===== config.mk =====
export PLATFORM = sky130hd
export DESIGN_NAME = tex_mem_sched
export DESIGN_NICKNAME = d
export VERILOG_FILES = /design/src/verilog/tex_cache_pkg.sv /design/src/verilog/tex_pkg.sv /design/src/verilog/tex_mem_sched.sv
export VERILOG_INCLUDE_DIRS = /design/src /design/src/verilog
export SDC_FILE = /design/constraint.sdc
export NUM_CORES = 2
export LEC_CHECK = 0
export BUFFER_PORTS_ARGS = -buffer_cell sky130_fd_sc_hd__buf_2
export CORE_MARGIN = 2
export CORE_UTILIZATION = 60
export DETAILED_ROUTE_END_ITERATION = 8
export GPL_TIMING_DRIVEN = 0
export PLACE_DENSITY_LB_ADDON = 0.08
export SETUP_SLACK_MARGIN = 0.05
export SLEW_MARGIN = 20
export SYNTH_ARGS = -nofsm -noshare
export SYNTH_HDL_FRONTEND = slang
export SYNTH_MEMORY_MAX_BITS = 65536
export SYNTH_SLANG_ARGS = --single-unit
export TNS_END_PERCENT = 50

===== constraint.sdc =====
create_clock -name clk -period 14.6 [get_ports clk]
set_input_delay 2.19 -clock clk [delete_from_list [all_inputs] [get_ports clk]]
set_output_delay 2.19 -clock clk [all_outputs]
set_load 0.005 [all_outputs]

===== src/verilog/tex_consts.svh =====
`ifndef TEX_CONSTS_SVH
`define TEX_CONSTS_SVH

// request geometry
`define TEX_NUM_LANES       4
`define TEX_NUM_TEXELS      4
`define TEX_INFO_BITS       8

// slots in flight and the matching pointer width
`define TEX_PENDING         4
`define TEX_SLOT_BITS       2

// byte and word addresses, 32-bit data words
`define TEX_ADDR_BITS       32
`define TEX_WORD_ADDR_BITS  30
`define TEX_DATA_BITS       32

// cache tag is slot number then word index
`define TEX_TAG_BITS        6

`endif


===== src/verilog/tex_cache_pkg.sv =====
`default_nettype none
`include "tex_consts.svh"

package tex_cache_pkg;

    typedef enum logic [1:0] {
        SLOT_FREE,
        SLOT_WAIT,
        SLOT_DONE
    } slot_state_e;

    // word position is texel * lanes + lane
    localparam int NUM_WORDS     = `TEX_NUM_LANES * `TEX_NUM_TEXELS;
    localparam int WORD_IDX_BITS = $clog2(NUM_WORDS);

    typedef logic [WORD_IDX_BITS-1:0] word_idx_t;

endpackage

`default_nettype wire


===== src/verilog/tex_pkg.sv =====
`default_nettype none

package tex_pkg;

    typedef enum logic {
        FILTER_POINT,
        FILTER_BILINEAR
    } filter_e;

    // log2 of texel size in bytes
    typedef enum logic [1:0] {
        STRIDE_BYTE,
        STRIDE_HALF,
        STRIDE_WORD
    } stride_e;

endpackage

`default_nettype wire


===== src/verilog/tex_mem_sched.sv =====
`timescale 1ns/1ps
`default_nettype none
`include "tex_consts.svh"

module tex_mem_sched (
    input  wire                           clk,
    input  wire                           rst_n,

    input  wire                           req_valid,
    input  wire [`TEX_NUM_TEXELS-1:0][`TEX_NUM_LANES-1:0][`TEX_WORD_ADDR_BITS-1:0] word_addr,
    input  wire [`TEX_NUM_TEXELS-1:0][`TEX_NUM_LANES-1:0][1:0] align,
    input  wire [`TEX_NUM_TEXELS-1:0]     dups,
    input  wire [`TEX_NUM_TEXELS-1:0][`TEX_NUM_LANES-1:0] fetch_mask,
    input  wire [`TEX_NUM_LANES-1:0]      req_tmask,
    input  wire tex_pkg::stride_e         req_lgstride,
    input  wire [`TEX_INFO_BITS-1:0]      req_info,
    output logic                          req_ready,

    output logic                          cache_req_valid,
    output logic [`TEX_WORD_ADDR_BITS-1:0] cache_req_addr,
    output logic [`TEX_TAG_BITS-1:0]      cache_req_tag,
    input  wire                           cache_req_ready,

    input  wire                           cache_rsp_valid,
    input  wire [`TEX_DATA_BITS-1:0]      cache_rsp_data,
    input  wire [`TEX_TAG_BITS-1:0]       cache_rsp_tag,

    output logic                          sched_valid,
    output logic [`TEX_NUM_TEXELS-1:0][`TEX_NUM_LANES-1:0][`TEX_DATA_BITS-1:0] sched_data,
    output logic [`TEX_NUM_TEXELS-1:0][`TEX_NUM_LANES-1:0] sched_mask,
    output logic [`TEX_NUM_TEXELS-1:0][`TEX_NUM_LANES-1:0][1:0] sched_align,
    output logic [`TEX_NUM_TEXELS-1:0]    sched_dups,
    output tex_pkg::stride_e              sched_lgstride,
    output logic [`TEX_NUM_LANES-1:0]     sched_tmask,
    output logic [`TEX_INFO_BITS-1:0]     sched_info,
    input  wire                           sched_ready
);

    localparam int NW       = tex_cache_pkg::NUM_WORDS;
    localparam int CNT_BITS = tex_cache_pkg::WORD_IDX_BITS + 1;

    // slot control
    tex_cache_pkg::slot_state_e slot_state [`TEX_PENDING];
    logic [NW-1:0]              slot_fetch [`TEX_PENDING];
    logic [CNT_BITS-1:0]        slot_cnt   [`TEX_PENDING];
    logic [`TEX_SLOT_BITS-1:0]  head;
    logic [`TEX_SLOT_BITS-1:0]  tail;

    // slot payload
    logic [NW-1:0][`TEX_WORD_ADDR_BITS-1:0]   slot_addr  [`TEX_PENDING];
    logic [NW-1:0][`TEX_DATA_BITS-1:0]        slot_data  [`TEX_PENDING];
    logic [NW-1:0]                            slot_mask  [`TEX_PENDING];
    logic [`TEX_NUM_TEXELS-1:0][`TEX_NUM_LANES-1:0][1:0] slot_align [`TEX_PENDING];
    logic [`TEX_NUM_TEXELS-1:0]               slot_dups  [`TEX_PENDING];
    tex_pkg::stride_e                         slot_stride [`TEX_PENDING];
    logic [`TEX_NUM_LANES-1:0]                slot_tmask [`TEX_PENDING];
    logic [`TEX_INFO_BITS-1:0]                slot_info  [`TEX_PENDING];

    wire [NW-1:0]               fetch_flat;
    logic [CNT_BITS-1:0]        req_cnt;
    logic                       issue_found;
    logic [`TEX_SLOT_BITS-1:0]  issue_slot;
    logic [`TEX_SLOT_BITS-1:0]  scan_slot;
    tex_cache_pkg::word_idx_t   issue_idx;
    logic [`TEX_SLOT_BITS-1:0]  rsp_slot;
    tex_cache_pkg::word_idx_t   rsp_idx;
    wire                        req_fire;
    wire                        issue_fire;
    wire                        retire_fire;

    assign fetch_flat = fetch_mask;

    always_comb begin
        req_cnt = '0;
        for (int w = 0; w < NW; w++) begin
            req_cnt = req_cnt + CNT_BITS'(fetch_flat[w]);
        end
    end

    // oldest slot with bits left, then its lowest word
    always_comb begin
        issue_found = 1'b0;
        issue_slot  = head;
        scan_slot   = head;
        issue_idx   = '0;
        for (int k = 0; k < `TEX_PENDING; k++) begin
            scan_slot = head + `TEX_SLOT_BITS'(k);
            if (!issue_found && (|slot_fetch[scan_slot])) begin
                issue_found = 1'b1;
                issue_slot  = scan_slot;
            end
        end
        for (int w = NW - 1; w >= 0; w--) begin
            if (slot_fetch[issue_slot][w]) begin
                issue_idx = tex_cache_pkg::word_idx_t'(w);
            end
        end
    end

    assign cache_req_valid = issue_found;
    assign cache_req_addr  = slot_addr[issue_slot][issue_idx];
    assign cache_req_tag   = {issue_slot, issue_idx};
    assign {rsp_slot, rsp_idx} = cache_rsp_tag;

    // allocation and retirement are both in order
    assign req_ready   = (slot_state[tail] == tex_cache_pkg::SLOT_FREE);
    assign sched_valid = (slot_state[head] == tex_cache_pkg::SLOT_DONE);

    assign req_fire    = req_valid && req_ready;
    assign issue_fire  = cache_req_valid && cache_req_ready;
    assign retire_fire = sched_valid && sched_ready;

    always_ff @(posedge clk or negedge rst_n) begin
        if (!rst_n) begin
            head <= '0;
            tail <= '0;
            for (int s = 0; s < `TEX_PENDING; s++) begin
                slot_state[s] <= tex_cache_pkg::SLOT_FREE;
                slot_fetch[s] <= '0;
                slot_cnt[s]   <= '0;
            end
        end else begin
            if (req_fire) begin
                // nothing to fetch means done right away
                slot_state[tail] <= (fetch_flat == '0) ? tex_cache_pkg::SLOT_DONE
                                                       : tex_cache_pkg::SLOT_WAIT;
                slot_fetch[tail] <= fetch_flat;
                slot_cnt[tail]   <= req_cnt;
                tail             <= tail + 1'b1;
            end
            if (issue_fire) begin
                slot_fetch[issue_slot][issue_idx] <= 1'b0;
            end
            if (cache_rsp_valid) begin
                slot_cnt[rsp_slot] <= slot_cnt[rsp_slot] - 1'b1;
                if (slot_cnt[rsp_slot] == CNT_BITS'(1)) begin
                    slot_state[rsp_slot] <= tex_cache_pkg::SLOT_DONE;
                end
            end
            if (retire_fire) begin
                slot_state[head] <= tex_cache_pkg::SLOT_FREE;
                head             <= head + 1'b1;
            end
        end
    end

    always_ff @(posedge clk) begin
        if (req_fire) begin
            slot_addr[tail]   <= word_addr;
            slot_mask[tail]   <= fetch_flat;
            slot_align[tail]  <= align;
            slot_dups[tail]   <= dups;
            slot_stride[tail] <= req_lgstride;
            slot_tmask[tail]  <= req_tmask;
            slot_info[tail]   <= req_info;
        end
        if (cache_rsp_valid) begin
            slot_data[rsp_slot][rsp_idx] <= cache_rsp_data;
        end
    end

    assign sched_data     = slot_data[head];
    assign sched_mask     = slot_mask[head];
    assign sched_align    = slot_align[head];
    assign sched_dups     = slot_dups[head];
    assign sched_lgstride = slot_stride[head];
    assign sched_tmask    = slot_tmask[head];
    assign sched_info     = slot_info[head];

endmodule

`default_nettype wire


==> out/qor.csv <==
stage,metric,value,unit
status,status,"finished, final reports clean",
cts,clk_pin_slew,0.06,ns
detailed_routing,remaining_drc_errors,0,
placed_design,post-place-ws,3.12,ns
placed_design,dpl.cell_count,13700,
min_path,min_delay_path_depth,2,
global_route,grt_start_max_net_pins,87,
yosys,synth_cell_types,99,
cts,cts_root_buf,clkbuf_16,
setup_path,crit_buf_inv,10,
floorplanning,pin_count,1207,
floorplanning,row_count,191,
detailed_routing,drt_iter0_drc,16200,
setup_path,critical_path.top_delay_family,buffers and inverters,
sta,fmax,0.0772,GHz
sta,period_minus_slack,12.95,ns
floorplanning,dieWidth,527,um
finish,utilization,71.0,%
sta,finalSetupViolations,0,
min_path,min_path_type,flip-flop to flip-flop,
cts,post_cts_resized,0,
flow_run,drv_cap,0,
power_and_ir_drop,ir_drop,0.216,mV
floorplanning,core-area,271000,um^2
setup_path,crit_cells,19,
detailed_routing,drt-vias-per-instance,6.74,
sta,hold_slack,0.576,ns
global_route,top_usage_layer,met2,
global_route,grt_use_met2,58.7,%
setup_path,path_class,flip-flop to output pin,
yosys,synthFlopType,edfxtp_1,
detailed_routing,via_count,99300,
yosys,async_flop_share,2.22,%
cts,insertion_delay,0.98,ns
yosys,syn-cell-area,164000,um^2
setup_path,cp_data_arrival_time,10.76,ns
yosys,ys_seq_area_share,79.0,%
setup_path,path_common_cell,clkbuf_1,
setup_path,ff2ff_path_depth,18,
sta,setup_tns,0,ns
sta,final.setup.worst_slack,1.65,ns
sta,rsz0062_at_grt,false,
placed_design,hpwlAfterDp,391000,um
setup_path,crit_fanout,11,
floorplanning,fp.dieH,527,um
placed_design,place.gp.congestion,1.01,
power_and_ir_drop,power_per_cell_area,225,nW/um^2
global_route,use_met3,13.5,%
sta,final.period_utilization,88.7,%
global_route,grt.overflow.total,0,
finish,register_area,129000,um^2
global_route,grt_pass1_vias,94100,
finish,drive_gt1_share,25.4,%
setup_path,slowest_stage,clkbuf_1,
finish,n_fill_cell,16900,
detailed_routing,drt_first_pass_iters,9,
yosys,syn_nets,9433,
sta,hold_viol_final,0,
global_route,track_usage,39.9,%
cts,cts_made_buffers,424,
yosys,synth_cells,8817,
detailed_routing,post_drt_wl_per_cell,38.1,um
cts,cts_sinks,4328,
cts,postCtsSetupRepairBufs,0,
placed_design,io_buffers,1206,
cts,hold_buffers,0,
global_route,antenna_found_initial,307,
global_route,use_met1,50.1,%
yosys,synth-edff-count,4232,
sta,slew_headroom,9.65,%
setup_path,cpPeakStageDelay,1.01,ns
detailed_routing,wl,561000,um
finish,stdcell_count,14700,
detailed_routing,ant_nets,0,
setup_path,crit_chain,"inv_1, clkbuf_1, ha_1, clkbuf_1, a21o_1, a21oi_1, a211o_2, clkinv_4, buf_2, buf_2, clkbuf_1, clkbuf_1, clkbuf_1, a311oi_1, a31oi_1, o211ai_1, nor4_1, nand4_1, buf_2",
cts,clock_path_buffers,4,
finish,final_nets,11200,
sta,finalClockSkew,0.0489,ns
setup_path,cp-end-kind,output pin,
yosys,ys_ff_latch,4328,
setup_path,crit_path_start_kind,flip-flop,
setup_path,worstPathRequired,12.41,ns
yosys,syn_area_per_cell,18.6,um^2
cts,h-tree-depth,5,
global_route,grt_pass1_wl,753000,um
floorplanning,dieArea,277000,um^2
finish,syn2layout_area_growth,17.6,%
sta,tightest_slew,1.36,ns
cts,cts_tree,done,
yosys,ys.warnings.count,0,
floorplanning,start_util,60.4,%
finish,multi_input_area,32800,um^2
power_and_ir_drop,p_leak,64.5,nW
sta,slew_viol_final,0,
-- Yosys cell counts (all sizes together) (6+ instances only) --
library cell  count  area [um^2]
o31ai            25          201
mux2i           115         1180
a221o            39          390
nand4            51          319
a32oi            22          193
o211ai           18          145
nor4             22          180
nor2            222          848
ha               16          200
a22o             14          124
nand3           132          666
and2              8         52.6
o21ai            78          398
a222oi           80          801
buf             169          712
o22ai            41          257
a21oi           413         2070
o32ai            23          201
a22oi            27          216
a221oi          185         1650
and3            130          813
a31oi            63          409
a311oi           37          324
dfrtp            96         2400
nor3             75          375
or4               6         45.0
mux2             29          327
edfxtp         4232       127000
o221ai           13          114
a21boi           29          221
nor2b             6         37.5
a211oi           86          661
fa               10          200
a2111oi          13          120
nand2          1238         4650
clkbuf          352         1320
inv              44          165
mux4            584        13200
-- worst paths after layout --
check                      slack (ns)                       end                    start
max                              1.65         cache_req_addr[0]      head[0]$_DFFE_PN0P_
min                              0.58   slot_state[0]$_DFF_PN0_  slot_state[0]$_DFF_PN0_
max reg2reg                      6.63   slot_fetch[9]$_DFF_PN0_      head[0]$_DFFE_PN0P_
min reg2reg                      0.58   slot_state[0]$_DFF_PN0_  slot_state[0]$_DFF_PN0_
max in group asynchronous       12.80    slot_cnt[14]$_DFF_PN0_                    rst_n
min in group asynchronous        1.14  slot_fetch[12]$_DFF_PN0_                    rst_n
-- registers in the layout, indices dropped and copies added, names as in the netlist --
signal and count:
tail 2, slot_mask 64, slot_dups 16, head 2
slot_cnt 20, slot_addr 1920, slot_state 8, slot_stride 8
slot_tmask 16, slot_info 32, slot_fetch 64, slot_align 128
slot_data 2048
-- where the power goes --
part | switching (mW) | internal [mW]
registers | 0.384 | 14.9
logic | 12.3 | 4.85
clock network | 4.67 | 6.20
total | 17.4 | 26.0
-- cell families (layout without fill, tap and decap cells) --
group / count (synthesis) / in the layout / synth area share, %
AO/OA/AOI/OAI: 1244 / 1244 / 5.41
XOR/XNOR: 7 / 7 / 0.0374
adder cells (fa/ha/maj): 26 / 26 / 0.244
buffers and inverters: 567 / 2692 / 1.35
flip-flops: 4328 / 4328 / 79.0
multiplexers: 728 / 728 / 8.95
other: 0 / 221 / 0
AND/OR/NAND/NOR: 1917 / 1917 / 5.00
-- through the flow --
| step | power, mW | cell area, um^2 |
|---|---|---|
| global route | 43.9 | 192000 |
| global placement | 32.5 | 174000 |
| finish | 43.3 | 193000 |
| floorplan | 23.7 | 164000 |
| detailed placement | 31.8 | 178000 |
| CTS | 42.5 | 192000 |
-- per-layer routing --
metal	vias up	part of all wire [%]	wire length [um]
li1	39600	-	-
met1	50700	33	185000
met2	7359	45	252000
met3	1552	14	77200
met4	126	8.2	46200
met5	-	0.15	845
-- worst reg2reg max path, stage by stage (launching register included) --
cell      delay, ns
dfrtp_1        0.68
inv_1          0.34
clkbuf_1       0.44
ha_1           0.45
clkbuf_1       0.45
mux4_2         0.59
nand2_1        0.09
o22ai_1        0.09
a221o_1        0.28
a221oi_1       0.31
o31ai_1        0.23
a311oi_1       0.55
o211ai_2       0.20
nand2_1        0.33
buf_2          0.44
nand2_1        0.73
clkbuf_1       0.71
nor3_1         0.75
a21oi_1        0.15
-- area by class of cell --
type                            instances  area share [%]
Inverter                               46           0.108
Timing Repair Buffer                 1347            4.89
Clock buffer                          526            5.81
Buffer                                521            1.09
Sequential cell                      4328            67.2
Antenna cell                          221           0.287
Tap cell                             3570            2.32
Multi-Input combinational cell       3922            17.0
Clock inverter                        252            1.29
-- placed cells by master (no fill, tap or decap), types with 80 or more instances in the layout --
cell,n
mux4_2,584
a221oi_1,179
clkinv_2,85
and3_1,130
a222oi_1,80
diode_2,221
dfrtp_1,96
clkbuf_1,407
buf_16,90
nand3_1,131
a211oi_1,83
buf_1,118
clkinv_1,89
nand2_1,1235
nor2_1,150
buf_2,1213
clkbuf_16,433
mux2i_1,109
edfxtp_1,4232
a21oi_1,412
(Power assumes the default switching activity.)
