==> src/verilog/tex_consts.svh <==
`ifndef TEX_CONSTS_SVH
`define TEX_CONSTS_SVH

// request geometry
`define TEX_NUM_LANES       4
`define TEX_NUM_TEXELS      4
`define TEX_INFO_BITS       8

// slots in flight and the matching pointer width
`define TEX_PENDING         4
`define TEX_SLOT_BITS       2

// byte and word addresses, 32-bit data words
`define TEX_ADDR_BITS       32
`define TEX_WORD_ADDR_BITS  30
`define TEX_DATA_BITS       32

// cache tag is slot number then word index
`define TEX_TAG_BITS        6

`endif

==> src/verilog/tex_pkg.sv <==
`default_nettype none

package tex_pkg;

    typedef enum logic {
        FILTER_POINT,
        FILTER_BILINEAR
    } filter_e;

    // log2 of texel size in bytes
    typedef enum logic [1:0] {
        STRIDE_BYTE,
        STRIDE_HALF,
        STRIDE_WORD
    } stride_e;

endpackage

`default_nettype wire

==> src/verilog/tex_rsp_format.sv <==
`timescale 1ns/1ps
`default_nettype none
`include "tex_consts.svh"

module tex_rsp_format (
    input  wire                         clk,
    input  wire                         rst_n,

    input  wire                         sched_valid,
    input  wire [`TEX_NUM_TEXELS-1:0][`TEX_NUM_LANES-1:0][`TEX_DATA_BITS-1:0] sched_data,
    input  wire [`TEX_NUM_TEXELS-1:0][`TEX_NUM_LANES-1:0] sched_mask,
    input  wire [`TEX_NUM_TEXELS-1:0][`TEX_NUM_LANES-1:0][1:0] sched_align,
    input  wire [`TEX_NUM_TEXELS-1:0]   sched_dups,
    input  wire tex_pkg::stride_e       sched_lgstride,
    input  wire [`TEX_NUM_LANES-1:0]    sched_tmask,
    input  wire [`TEX_INFO_BITS-1:0]    sched_info,
    output logic                        sched_ready,

    output logic                        rsp_valid,
    output logic [`TEX_NUM_LANES-1:0]   rsp_tmask,
    output logic [`TEX_NUM_LANES-1:0][`TEX_NUM_TEXELS-1:0][`TEX_DATA_BITS-1:0] rsp_data,
    output logic [`TEX_INFO_BITS-1:0]   rsp_info,
    input  wire                         rsp_ready
);

    logic [`TEX_NUM_LANES-1:0][`TEX_NUM_TEXELS-1:0][`TEX_DATA_BITS-1:0] fmt_data;
    wire stall;

    for (genvar l = 0; l < `TEX_NUM_LANES; l++) begin : g_lane
        for (genvar t = 0; t < `TEX_NUM_TEXELS; t++) begin : g_texel
            wire                      src_on;
            wire [`TEX_DATA_BITS-1:0] src_word;
            wire [15:0]               half_sel;
            wire [7:0]                byte_sel;

            // shared words live in lane 0
            assign src_on   = sched_mask[t][l]
                           || (sched_dups[t] && sched_mask[t][0] && sched_tmask[l]);
            assign src_word = (sched_dups[t] ? sched_data[t][0] : sched_data[t][l])
                            & {`TEX_DATA_BITS{src_on}};

            assign half_sel = sched_align[t][l][1] ? src_word[31:16] : src_word[15:0];
            assign byte_sel = sched_align[t][l][0] ? half_sel[15:8] : half_sel[7:0];

            assign fmt_data[l][t] =
                (sched_lgstride == tex_pkg::STRIDE_BYTE) ? {24'd0, byte_sel} :
                (sched_lgstride == tex_pkg::STRIDE_HALF) ? {16'd0, half_sel[15:8], byte_sel} :
                                                           {src_word[31:16], half_sel[15:8], byte_sel};
        end
    end

    // output register holds while downstream stalls
    assign stall       = rsp_valid && !rsp_ready;
    assign sched_ready = !stall;

    always_ff @(posedge clk or negedge rst_n) begin
        if (!rst_n) begin
            rsp_valid <= 1'b0;
        end else if (!stall) begin
            rsp_valid <= sched_valid;
        end
    end

    always_ff @(posedge clk) begin
        if (!stall) begin
            rsp_tmask <= sched_tmask;
            rsp_data  <= fmt_data;
            rsp_info  <= sched_info;
        end
    end

endmodule

`default_nettype wire
==> config.mk <==
export PLATFORM = sky130hd
export DESIGN_NAME = tex_rsp_format
export DESIGN_NICKNAME = d
export VERILOG_FILES = /design/src/verilog/tex_pkg.sv /design/src/verilog/tex_rsp_format.sv
export VERILOG_INCLUDE_DIRS = /design/src /design/src/verilog
export SDC_FILE = /design/constraint.sdc
export NUM_CORES = 1
export LEC_CHECK = 0
export ABC_AREA = 0
export BUFFER_PORTS_ARGS = -buffer_cell sky130_fd_sc_hd__buf_4
export CAP_MARGIN = 20
export CORE_AREA = 5 5 427 429
export CTS_CLUSTER_DIAMETER = 80
export CTS_CLUSTER_SIZE = 28
export DETAILED_ROUTE_END_ITERATION = 7
export DIE_AREA = 0 0 432 434
export PLACE_DENSITY_LB_ADDON = 0.3
export SYNTH_ARGS = -nofsm -noshare
export SYNTH_HDL_FRONTEND = slang
export SYNTH_SLANG_ARGS = --single-unit
==> constraint.sdc <==
create_clock -name clk -period 20.3 [get_ports clk]
set_input_delay 2.03 -clock clk [delete_from_list [all_inputs] [get_ports clk]]
set_output_delay 2.03 -clock clk [all_outputs]
set_load 0.01 [all_outputs]
==> results of run 1 <==
## critical path, stage by stage
cell	delay (ns)
buf_4	0.09
nand2b_4	0.14
buf_4	0.53
buf_4	0.69
buf_4	0.64
buf_12	0.51
buf_4	0.88
## flip-flops by register name, summed over array words and instances, names as in the netlist
register / cells
rsp_data: 512
rsp_info: 8
rsp_tmask: 4
rsp_valid: 1
## where the power goes
group | switching (mW) | internal [mW]
clock | 0.502 | 0.516
combinational | 0.452 | 0.310
sequential | 0.0441 | 1.31
total | 0.998 | 2.14
## area by class of cell
type,instances,area (um^2)
clock buffer,49,1180
multi-input combinational,1671,11900
fill,19200,137000
timing repair buffer,1122,8440
antenna,10,25.0
clock inverter,34,478
inverter,4,15.0
tap,2355,2950
sequential,525,15800
## worst min-delay path by stage
stage	to	slack, ns	cells after the start
after detailed placement	rsp_data[87]	0.61	1
after CTS	rsp_data[87]	0.64	1
after global placement	rsp_data[87]	0.62	1
final	rsp_data[87]	0.65	1
after floorplan	rsp_valid	1.73	0
after global routing	rsp_data[87]	0.65	1
## logic make-up after synthesis
| family | after synthesis | synth area share, % |
|---|---|---|
| compound gates | 447 | 11.0 |
| mux | 427 | 17.7 |
| buf+inv | 205 | 3.82 |
| flops | 525 | 54.8 |
| simple gates | 797 | 12.6 |
## layout by cell type (no fill, tap or decap), drive strengths merged
cell type and instances:
buf 1122, edfxtp 524, mux2 342, nand2 276, nor2 205, a21oi 192, o22ai 155, nor3 148
and3 64, mux2i 53, clkbuf 49, a211oi 42, nand2b 37, and2 33, mux4 32, inv 24
nor2b 21, o221ai 16, a311oi 14, or2 13, diode 10, a31oi 10, o21bai 9, clkinv 9
a2111oi 7, bufinv 5, a31o 2, dfrtp 1
## stage by stage
stage / cell area (um^2) / std cells
final: 40800 / 5770
after global routing: 40700 / 5768
after CTS: 40700 / 5760
after detailed placement: 39100 / 5677
after global placement: 39100 / 5677
after floorplan: 28800 / 2401
## routing by layer
metal | track usage, % | vias to the layer above | share of wire, %
li1 | - | 11000 | -
met1 | 21.6 | 13300 | 38
met2 | 31.8 | 1314 | 51
met3 | 3.96 | 231 | 7.3
met4 | 6.82 | 14 | 4.0
met5 | 0 | - | 0.046
==> impl_metrics.yaml, run 1 <==
status:
  run_status: "complete, no violations"
logic_synthesis:
  yosysTopAreaCell: "edfxtp_1"
  async_flop_share_pct: 0.190
  yosysWarnings: 0
  synth-edff-count: 524
  yosysTopAreaCellShare_pct: 54.7
  ys_types: 41
  synth_seq_cells: 525
  synth_flop_cell: "edfxtp_1"
  syn_avg_cell_area_um2: 12.0
  synthTopCellsByArea: "edfxtp_1 (55%), mux2_2 (13%), nand2_1 (3.6%)"
  ys_seq_area_share_pct: 54.8
  yosysMostFrequentCell: "edfxtp_1"
  synth_area_um2: 28800
  syn_inst: 2401
  synth_commonest_cells: "edfxtp_1 (524), mux2_2 (340), nand2_1 (273)"
  synth_nets: 2983
cells_and_area:
  layout-drive-gt1-share_pct: 49.1
  syn_to_final_growth_pct: 41.7
  final_nets: 3951
  fin_util_pct: 22.9
timing:
  fin_hold_ws_ns: 0.649
  slew_headroom_pct: 24.6
  hold_viol: 0
  rsz0062_at_grt: "no"
  worst_pin_slew_ns: 1.13
  finalSetupViolations: 0
  timing.fmax_mhz: 175
  fin_ws_ns: 14.59
  slew_violations: 0
  finalCritPeriodShare_pct: 28.1
  min_period_ns: 5.71
  skew_ns: 0.0206
  finalSetupTns_ns: 0
die:
  start_util_pct: 16.2
  die_x_um: 432
  die_area_um2: 187000
  die_y_um: 434
  num_rows: 155
  io_pins: 1108
  core_um2: 178000
global_route:
  antenna_found_initial: 25
  grt-ovfl-total: 0
  grtUsageTotal_pct: 18.1
  grt_max_degree: 125
  grt_pass1_wl_um: 233000
  grt_pass1_vias: 25600
power:
  p_leak_nw: 16.3
  fin_total_pwr_mw: 3.14
  powerDensity_nw_per_um2: 77.0
  irDropWorstVdd_uv: 52.8
placement:
  dp_slack_ns: 13.98
  dp_hpwl_um: 146000
  globalplace.congestion: 0.920
  port_buffers: 1107
setup_path:
  endpoint_kind: "flop"
  crit_fanout: 124
  worstSetupStartpointType: "primary input"
  cp_data_arrival_time_ns: 5.96
  worstReg2RegEnd: "rsp_data[23]"
  critPathKind: "in -> reg"
  rrSetupSlack_ns: 15.69
  rr_worst_depth: 6
  r2r-start: "rsp_valid"
  crit_start: "rsp_ready"
  endpoint: "rsp_data[23]"
  worstPathRequired_ns: 20.54
cts:
  postCtsResizedCells: 0
  hold_buffers: 0
  cts_tree: "built"
  cts.reportedPaths.clkPinSlew_ns: 0.10
  clkLatencyLatePin_ns: 0.63
  postCtsSetupBuffers: 0
  cts_inserted_buffers: 45
  cts_root_buffer: "clkbuf_16"
  cts_sinks: 525
  htreeDepth: 2
  clk_path_buf_depth: 3
route:
  vias: 25900
  drt_wl_total_um: 181000
  drc_errors: 0
  drtIter0Drc: 2607
  first_pass_iters: 8
  drt-vias-per-instance: 4.49
  routedWlPerCell_um: 31.4
  drtAntennaViolNets: 0
job:
  cap_viol_max_count: 0
min_path:
  worst_hold_path_type: "reg -> reg"
  min_from: "rsp_valid"
No activity file was read; power rests on OpenSTA's default activity.
==> run 2, diff against run 1 <==
Clock period 20.3 ns to 5.6 ns, I/O delays scaled along.
==> impl_metrics.yaml, run 2 (same netlist as run 1, synthesis figures left out) <==
timing:
  fin_ws_ns: 2.48
  min_period_ns: 3.12
  hold_viol: 0
  finalSetupTns_ns: 0
  rsz0062_at_grt: "no"
  skew_ns: 0.0175
  slew_headroom_pct: 32.0
  finalSetupViolations: 0
  worst_pin_slew_ns: 1.02
  finalCritPeriodShare_pct: 55.8
  slew_violations: 0
  timing.fmax_mhz: 320
die:
  start_util_pct: 16.2
  die_x_um: 432
  io_pins: 1108
  die_area_um2: 187000
  die_y_um: 434
  num_rows: 155
  core_um2: 178000
cts:
  cts.reportedPaths.clkPinSlew_ns: 0.09
  postCtsSetupBuffers: 0
  cts_inserted_buffers: 51
  clk_path_buf_depth: 3
  cts_sinks: 525
  cts_tree: "built"
  hold_buffers: 1
  cts_root_buffer: "clkbuf_16"
  htreeDepth: 2
  postCtsResizedCells: 0
  clkLatencyLatePin_ns: 0.66
setup_path:
  endpoint_kind: "primary output"
  endpoint: "sched_ready"
  rr_worst_depth: 2
  critPathKind: "reg -> out"
  worstSetupStartpointType: "flop"
  r2r-start: "rsp_valid"
  rrSetupSlack_ns: 3.31
  cp_data_arrival_time_ns: 2.56
  worstPathRequired_ns: 5.04
  worstReg2RegEnd: "rsp_data[243]"
  crit_fanout: 45
  crit_start: "rsp_valid"
cells_and_area:
  finalInstanceArea_um2: 41100
  final_common_cell: "buf_4"
  final_cell_mix: "buf_4 (1125), edfxtp_1 (524), mux2_2 (340)"
  top_regs: "rsp_data: 512 flops, rsp_info: 8 flops, rsp_tmask: 4 flops"
  largest_register_ffs: 512
  final_nets: 3964
  syn_to_final_growth_pct: 42.8
  fin_util_pct: 23.1
  top_register: "rsp_data"
  layout-drive-gt1-share_pct: 49.4
job:
  cap_viol_max_count: 0
placement:
  dpl_cell_area_um2: 39100
  port_buffers: 1107
  dp_slack_ns: 2.61
  dp_hpwl_um: 150000
  globalplace.congestion: 0.923
status:
  run_status: "complete, no violations"
route:
  routedWlPerCell_um: 31.9
  drtIter0Drc: 2584
  drt_wl_total_um: 185000
  vias: 26100
  drc_errors: 0
  drtAntennaViolNets: 0
  drt-vias-per-instance: 4.51
  first_pass_iters: 5
global_route:
  grt_max_degree: 115
  antenna_found_initial: 17
  use_met2_pct: 32.7
  grt_pass1_vias: 25700
  grt.met3_usage_pct: 3.64
  grtUsageTotal_pct: 18.5
  grt_busiest_layer: "met2"
  grt_pass1_wl_um: 239000
  met1_usage_pct: 22.3
  grt-ovfl-total: 0
power:
  netSwitchingPower_mw: 3.85
  p_comb_share_pct: 23.7
  irDropWorstVdd_uv: 163
  p_seq_share_pct: 42.4
  p_clk_share_pct: 33.9
  p_leak_nw: 16.4
  switching_share_pct: 33.0
  powerDensity_nw_per_um2: 284
  internal_power_mw: 7.80
min_path:
  worst_hold_path_type: "in -> reg"
-- run 2: cell count changes in the layout (fill, tap and decap cells not counted), sizes merged, moves of 3 or more --
cell / delta
clkinv: +10
buf: +6
clkbuf: +5
clkinvlp: +5
bufinv: -4
inv: -3
-- run 2: final cells by class --
class | count | area, um^2
diodes | 11 | 27.5
clock buffers | 54 | 1310
clock inverters | 42 | 589
fillers | 19300 | 137000
inverters | 4 | 15.0
multi-input cells | 1671 | 11900
flip-flops and latches | 525 | 15800
well taps | 2355 | 2950
repair buffers | 1129 | 8520
-- run 2: metrics by stage --
stage,hold WS (ns),std cells,power [mW]
4_1_cts,0.0139,5780,11.8
5_1_grt,0.0323,5782,12.1
3_5_place_dp,0.338,5683,7.81
2_1_floorplan,0.264,2401,6.10
6_report,0.0896,5791,11.6
3_3_place_gp,0.337,5683,7.82
-- run 2: how the worst min path moves through the flow --
stage	from	cells past startpoint	to
global route	sched_info[7]	1	rsp_info[7]
CTS	sched_info[7]	1	rsp_info[7]
floorplan	rst_n	0	rsp_valid
detailed placement	rst_n	1	rsp_valid
global placement	rst_n	1	rsp_valid
finish	sched_info[0]	1	rsp_info[0]
-- run 2: metal layers --
| layer | up-vias | part of all wire [%] |
|---|---|---|
| li1 | 11100 | - |
| met1 | 13500 | 38 |
| met2 | 1368 | 51 |
| met3 | 229 | 7.1 |
| met4 | 4 | 4.0 |
| met5 | - | 0.014 |
-- run 2: power groups by stage --
| stage | clock network [mW] | logic [mW] | registers (mW) |
|---|---|---|---|
| 5_1_grt | 4.22 | 2.89 | 4.96 |
| 4_1_cts | 4.07 | 2.80 | 4.94 |
| 3_5_place_dp | 0 | 2.79 | 5.02 |
| 2_1_floorplan | 0 | 0.931 | 5.17 |
| 3_3_place_gp | 0 | 2.79 | 5.03 |
| 6_report | 3.95 | 2.76 | 4.94 |
-- run 2: critical path, stage by stage, from the launching register on --
cell and delay (ns):
dfrtp_1 0.42, nand2b_4 0.69, buf_4 0.50, buf_4 0.21
==> run 3, diff against run 2 <==
Clock period 5.6 ns to 2.9 ns, I/O delays scaled along.
==> impl_metrics.yaml, run 3 (same netlist as run 1, synthesis figures left out) <==
cells_and_area:
  layout-drive-gt1-share_pct: 47.5
  top_register: "rsp_data"
  largest_register_ffs: 512
  final_nets: 4156
  final_cell_mix: "buf_4 (1150), edfxtp_1 (524), mux2_2 (340)"
  final_common_cell: "buf_4"
  top_regs: "rsp_data: 512 flops, rsp_info: 8 flops, rsp_tmask: 4 flops"
  fin_util_pct: 24.0
  syn_to_final_growth_pct: 48.7
cts:
  postCtsResizedCells: 0
  clk_path_buf_depth: 3
  postCtsSetupBuffers: 0
  cts_inserted_buffers: 46
  cts_sinks: 525
  cts.reportedPaths.clkPinSlew_ns: 0.10
  cts_root_buffer: "clkbuf_16"
  hold_buffers: 166
  clkLatencyLatePin_ns: 0.65
  cts_tree: "built"
  htreeDepth: 2
global_route:
  antenna_found_initial: 17
  grt_pass1_vias: 26500
  grtUsageTotal_pct: 18.5
  grt_max_degree: 89
  grt_pass1_wl_um: 239000
  grt-ovfl-total: 0
route:
  drtIter0Drc: 2479
  drc_errors: 0
  first_pass_iters: 5
  drtAntennaViolNets: 0
  vias: 26900
  drt_wl_total_um: 185000
  routedWlPerCell_um: 31.0
  drt-vias-per-instance: 4.51
setup_path:
  r2r-start: "rsp_valid"
  rrSetupSlack_ns: 1.17
  cp_data_arrival_time_ns: 2.17
  max_stage_delay_ns: 0.53
  path_buf_inv: 2
  worstSetupStartpointType: "flop"
  worstReg2RegEnd: "rsp_data[282]"
  path_cells: "nand2b_4 -> buf_4 -> buf_4"
  crit_slowest_cell: "buf_4"
  endpoint_kind: "primary output"
  path_delay_family: "buffers and inverters"
  critPathKind: "reg -> out"
  rr_worst_depth: 3
  crit_fanout: 39
  worstPathRequired_ns: 2.61
  cpMostUsedCell: "buf_4"
job:
  cap_viol_max_count: 0
timing:
  min_period_ns: 2.46
  slew_violations: 0
  finalSetupViolations: 0
  rsz0062_at_grt: "no"
  fin_hold_ws_ns: 0.0596
  worst_pin_slew_ns: 0.926
  hold_viol: 0
  finalCritPeriodShare_pct: 84.7
  timing.fmax_mhz: 407
  slew_headroom_pct: 38.1
  skew_ns: 0.0241
placement:
  globalplace.congestion: 0.911
  port_buffers: 1107
  dp_hpwl_um: 151000
min_path:
  min_from: "sched_data[142]"
  hold_depth: 3
  whs_endpoint: "rsp_data[46]"
  worst_hold_path_type: "in -> reg"
die:
  start_util_pct: 16.2
  die_area_um2: 187000
  die_y_um: 434
  core_um2: 178000
  num_rows: 155
  die_x_um: 432
  io_pins: 1108
power:
  powerDensity_nw_per_um2: 515
  irDropWorstVdd_uv: 424
  p_leak_nw: 17.1
status:
  run_status: "complete, no violations"
-- run 3: cell types whose count changed in the layout (fill, tap and decap cells not counted), moves of 2 or more --
cell | before | now
diode_2 | 11 | 8
buf_4 | 1125 | 1150
clkbuf_16 | 52 | 47
inv_6 | 7 | 5
clkinv_8 | 8 | 6
clkbuf_1 | 2 | 0
clkinvlp_4 | 5 | 3
dlygate4sd3_1 | 1 | 166
clkinv_2 | 3 | 6
clkinv_16 | 5 | 2
buf_12 | 3 | 10
-- run 3: layer usage --
metal  routed length (um)  vias up  global-route usage, %
met1                71800    13700                   22.5
met5                   11        -                      0
met2                92700     1524                   32.5
met4                 8450        2                   7.18
met3                12000      262                   3.12
li1                     -    11500                      -
-- run 3: layout make-up --
class	count	area [um^2]
diodes	8	20.0
clock buffers	47	1180
clock inverters	37	438
fillers	19100	135000
inverters	4	15.0
multi-input cells	1671	11900
flip-flops and latches	525	15800
well taps	2355	2950
repair buffers	1326	10500
-- run 3: how the worst max path moves through the flow --
stage / from / slack, ns / to / depth (start not counted)
after floorplan: rsp_valid / -1.65 / rsp_data[0] / 1
after global placement: sched_lgstride[1] / 0.58 / rsp_data[462] / 4
after detailed placement: sched_dups[1] / 0.59 / rsp_data[166] / 4
after CTS: rsp_valid / 0.32 / sched_ready / 3
after global routing: rsp_valid / 0.30 / sched_ready / 3
final: rsp_valid / 0.44 / sched_ready / 3
-- run 3: metrics by stage --
| step | power [mW] | instance area, um^2 | std cells | setup slack [ns] | setup TNS, ns |
|---|---|---|---|---|---|
| global placement | 15.2 | 39500 | 5715 | 0.580 | 0 |
| floorplan | 11.8 | 28800 | 2401 | -1.65 | -864.97 |
| global route | 22.8 | 42700 | 5966 | 0.303 | 0 |
| finish | 22.0 | 42800 | 5973 | 0.443 | 0 |
| detailed placement | 15.1 | 39500 | 5715 | 0.592 | 0 |
| CTS | 22.3 | 42700 | 5965 | 0.324 | 0 |
-- run 3: power breakdown --
group	leakage [nW]	switching, mW	internal [mW]
sequential	5.59	0.342	9.19
clock	0.782	3.67	3.21
combinational	10.8	3.23	2.38
total	17.1	7.24	14.8
-- run 3: worst register-to-register path, stage by stage, from the launching register on --
cell and delay [ns]:
dfrtp_1 0.41, nand2b_4 0.34, buf_12 0.28, buf_12 0.35
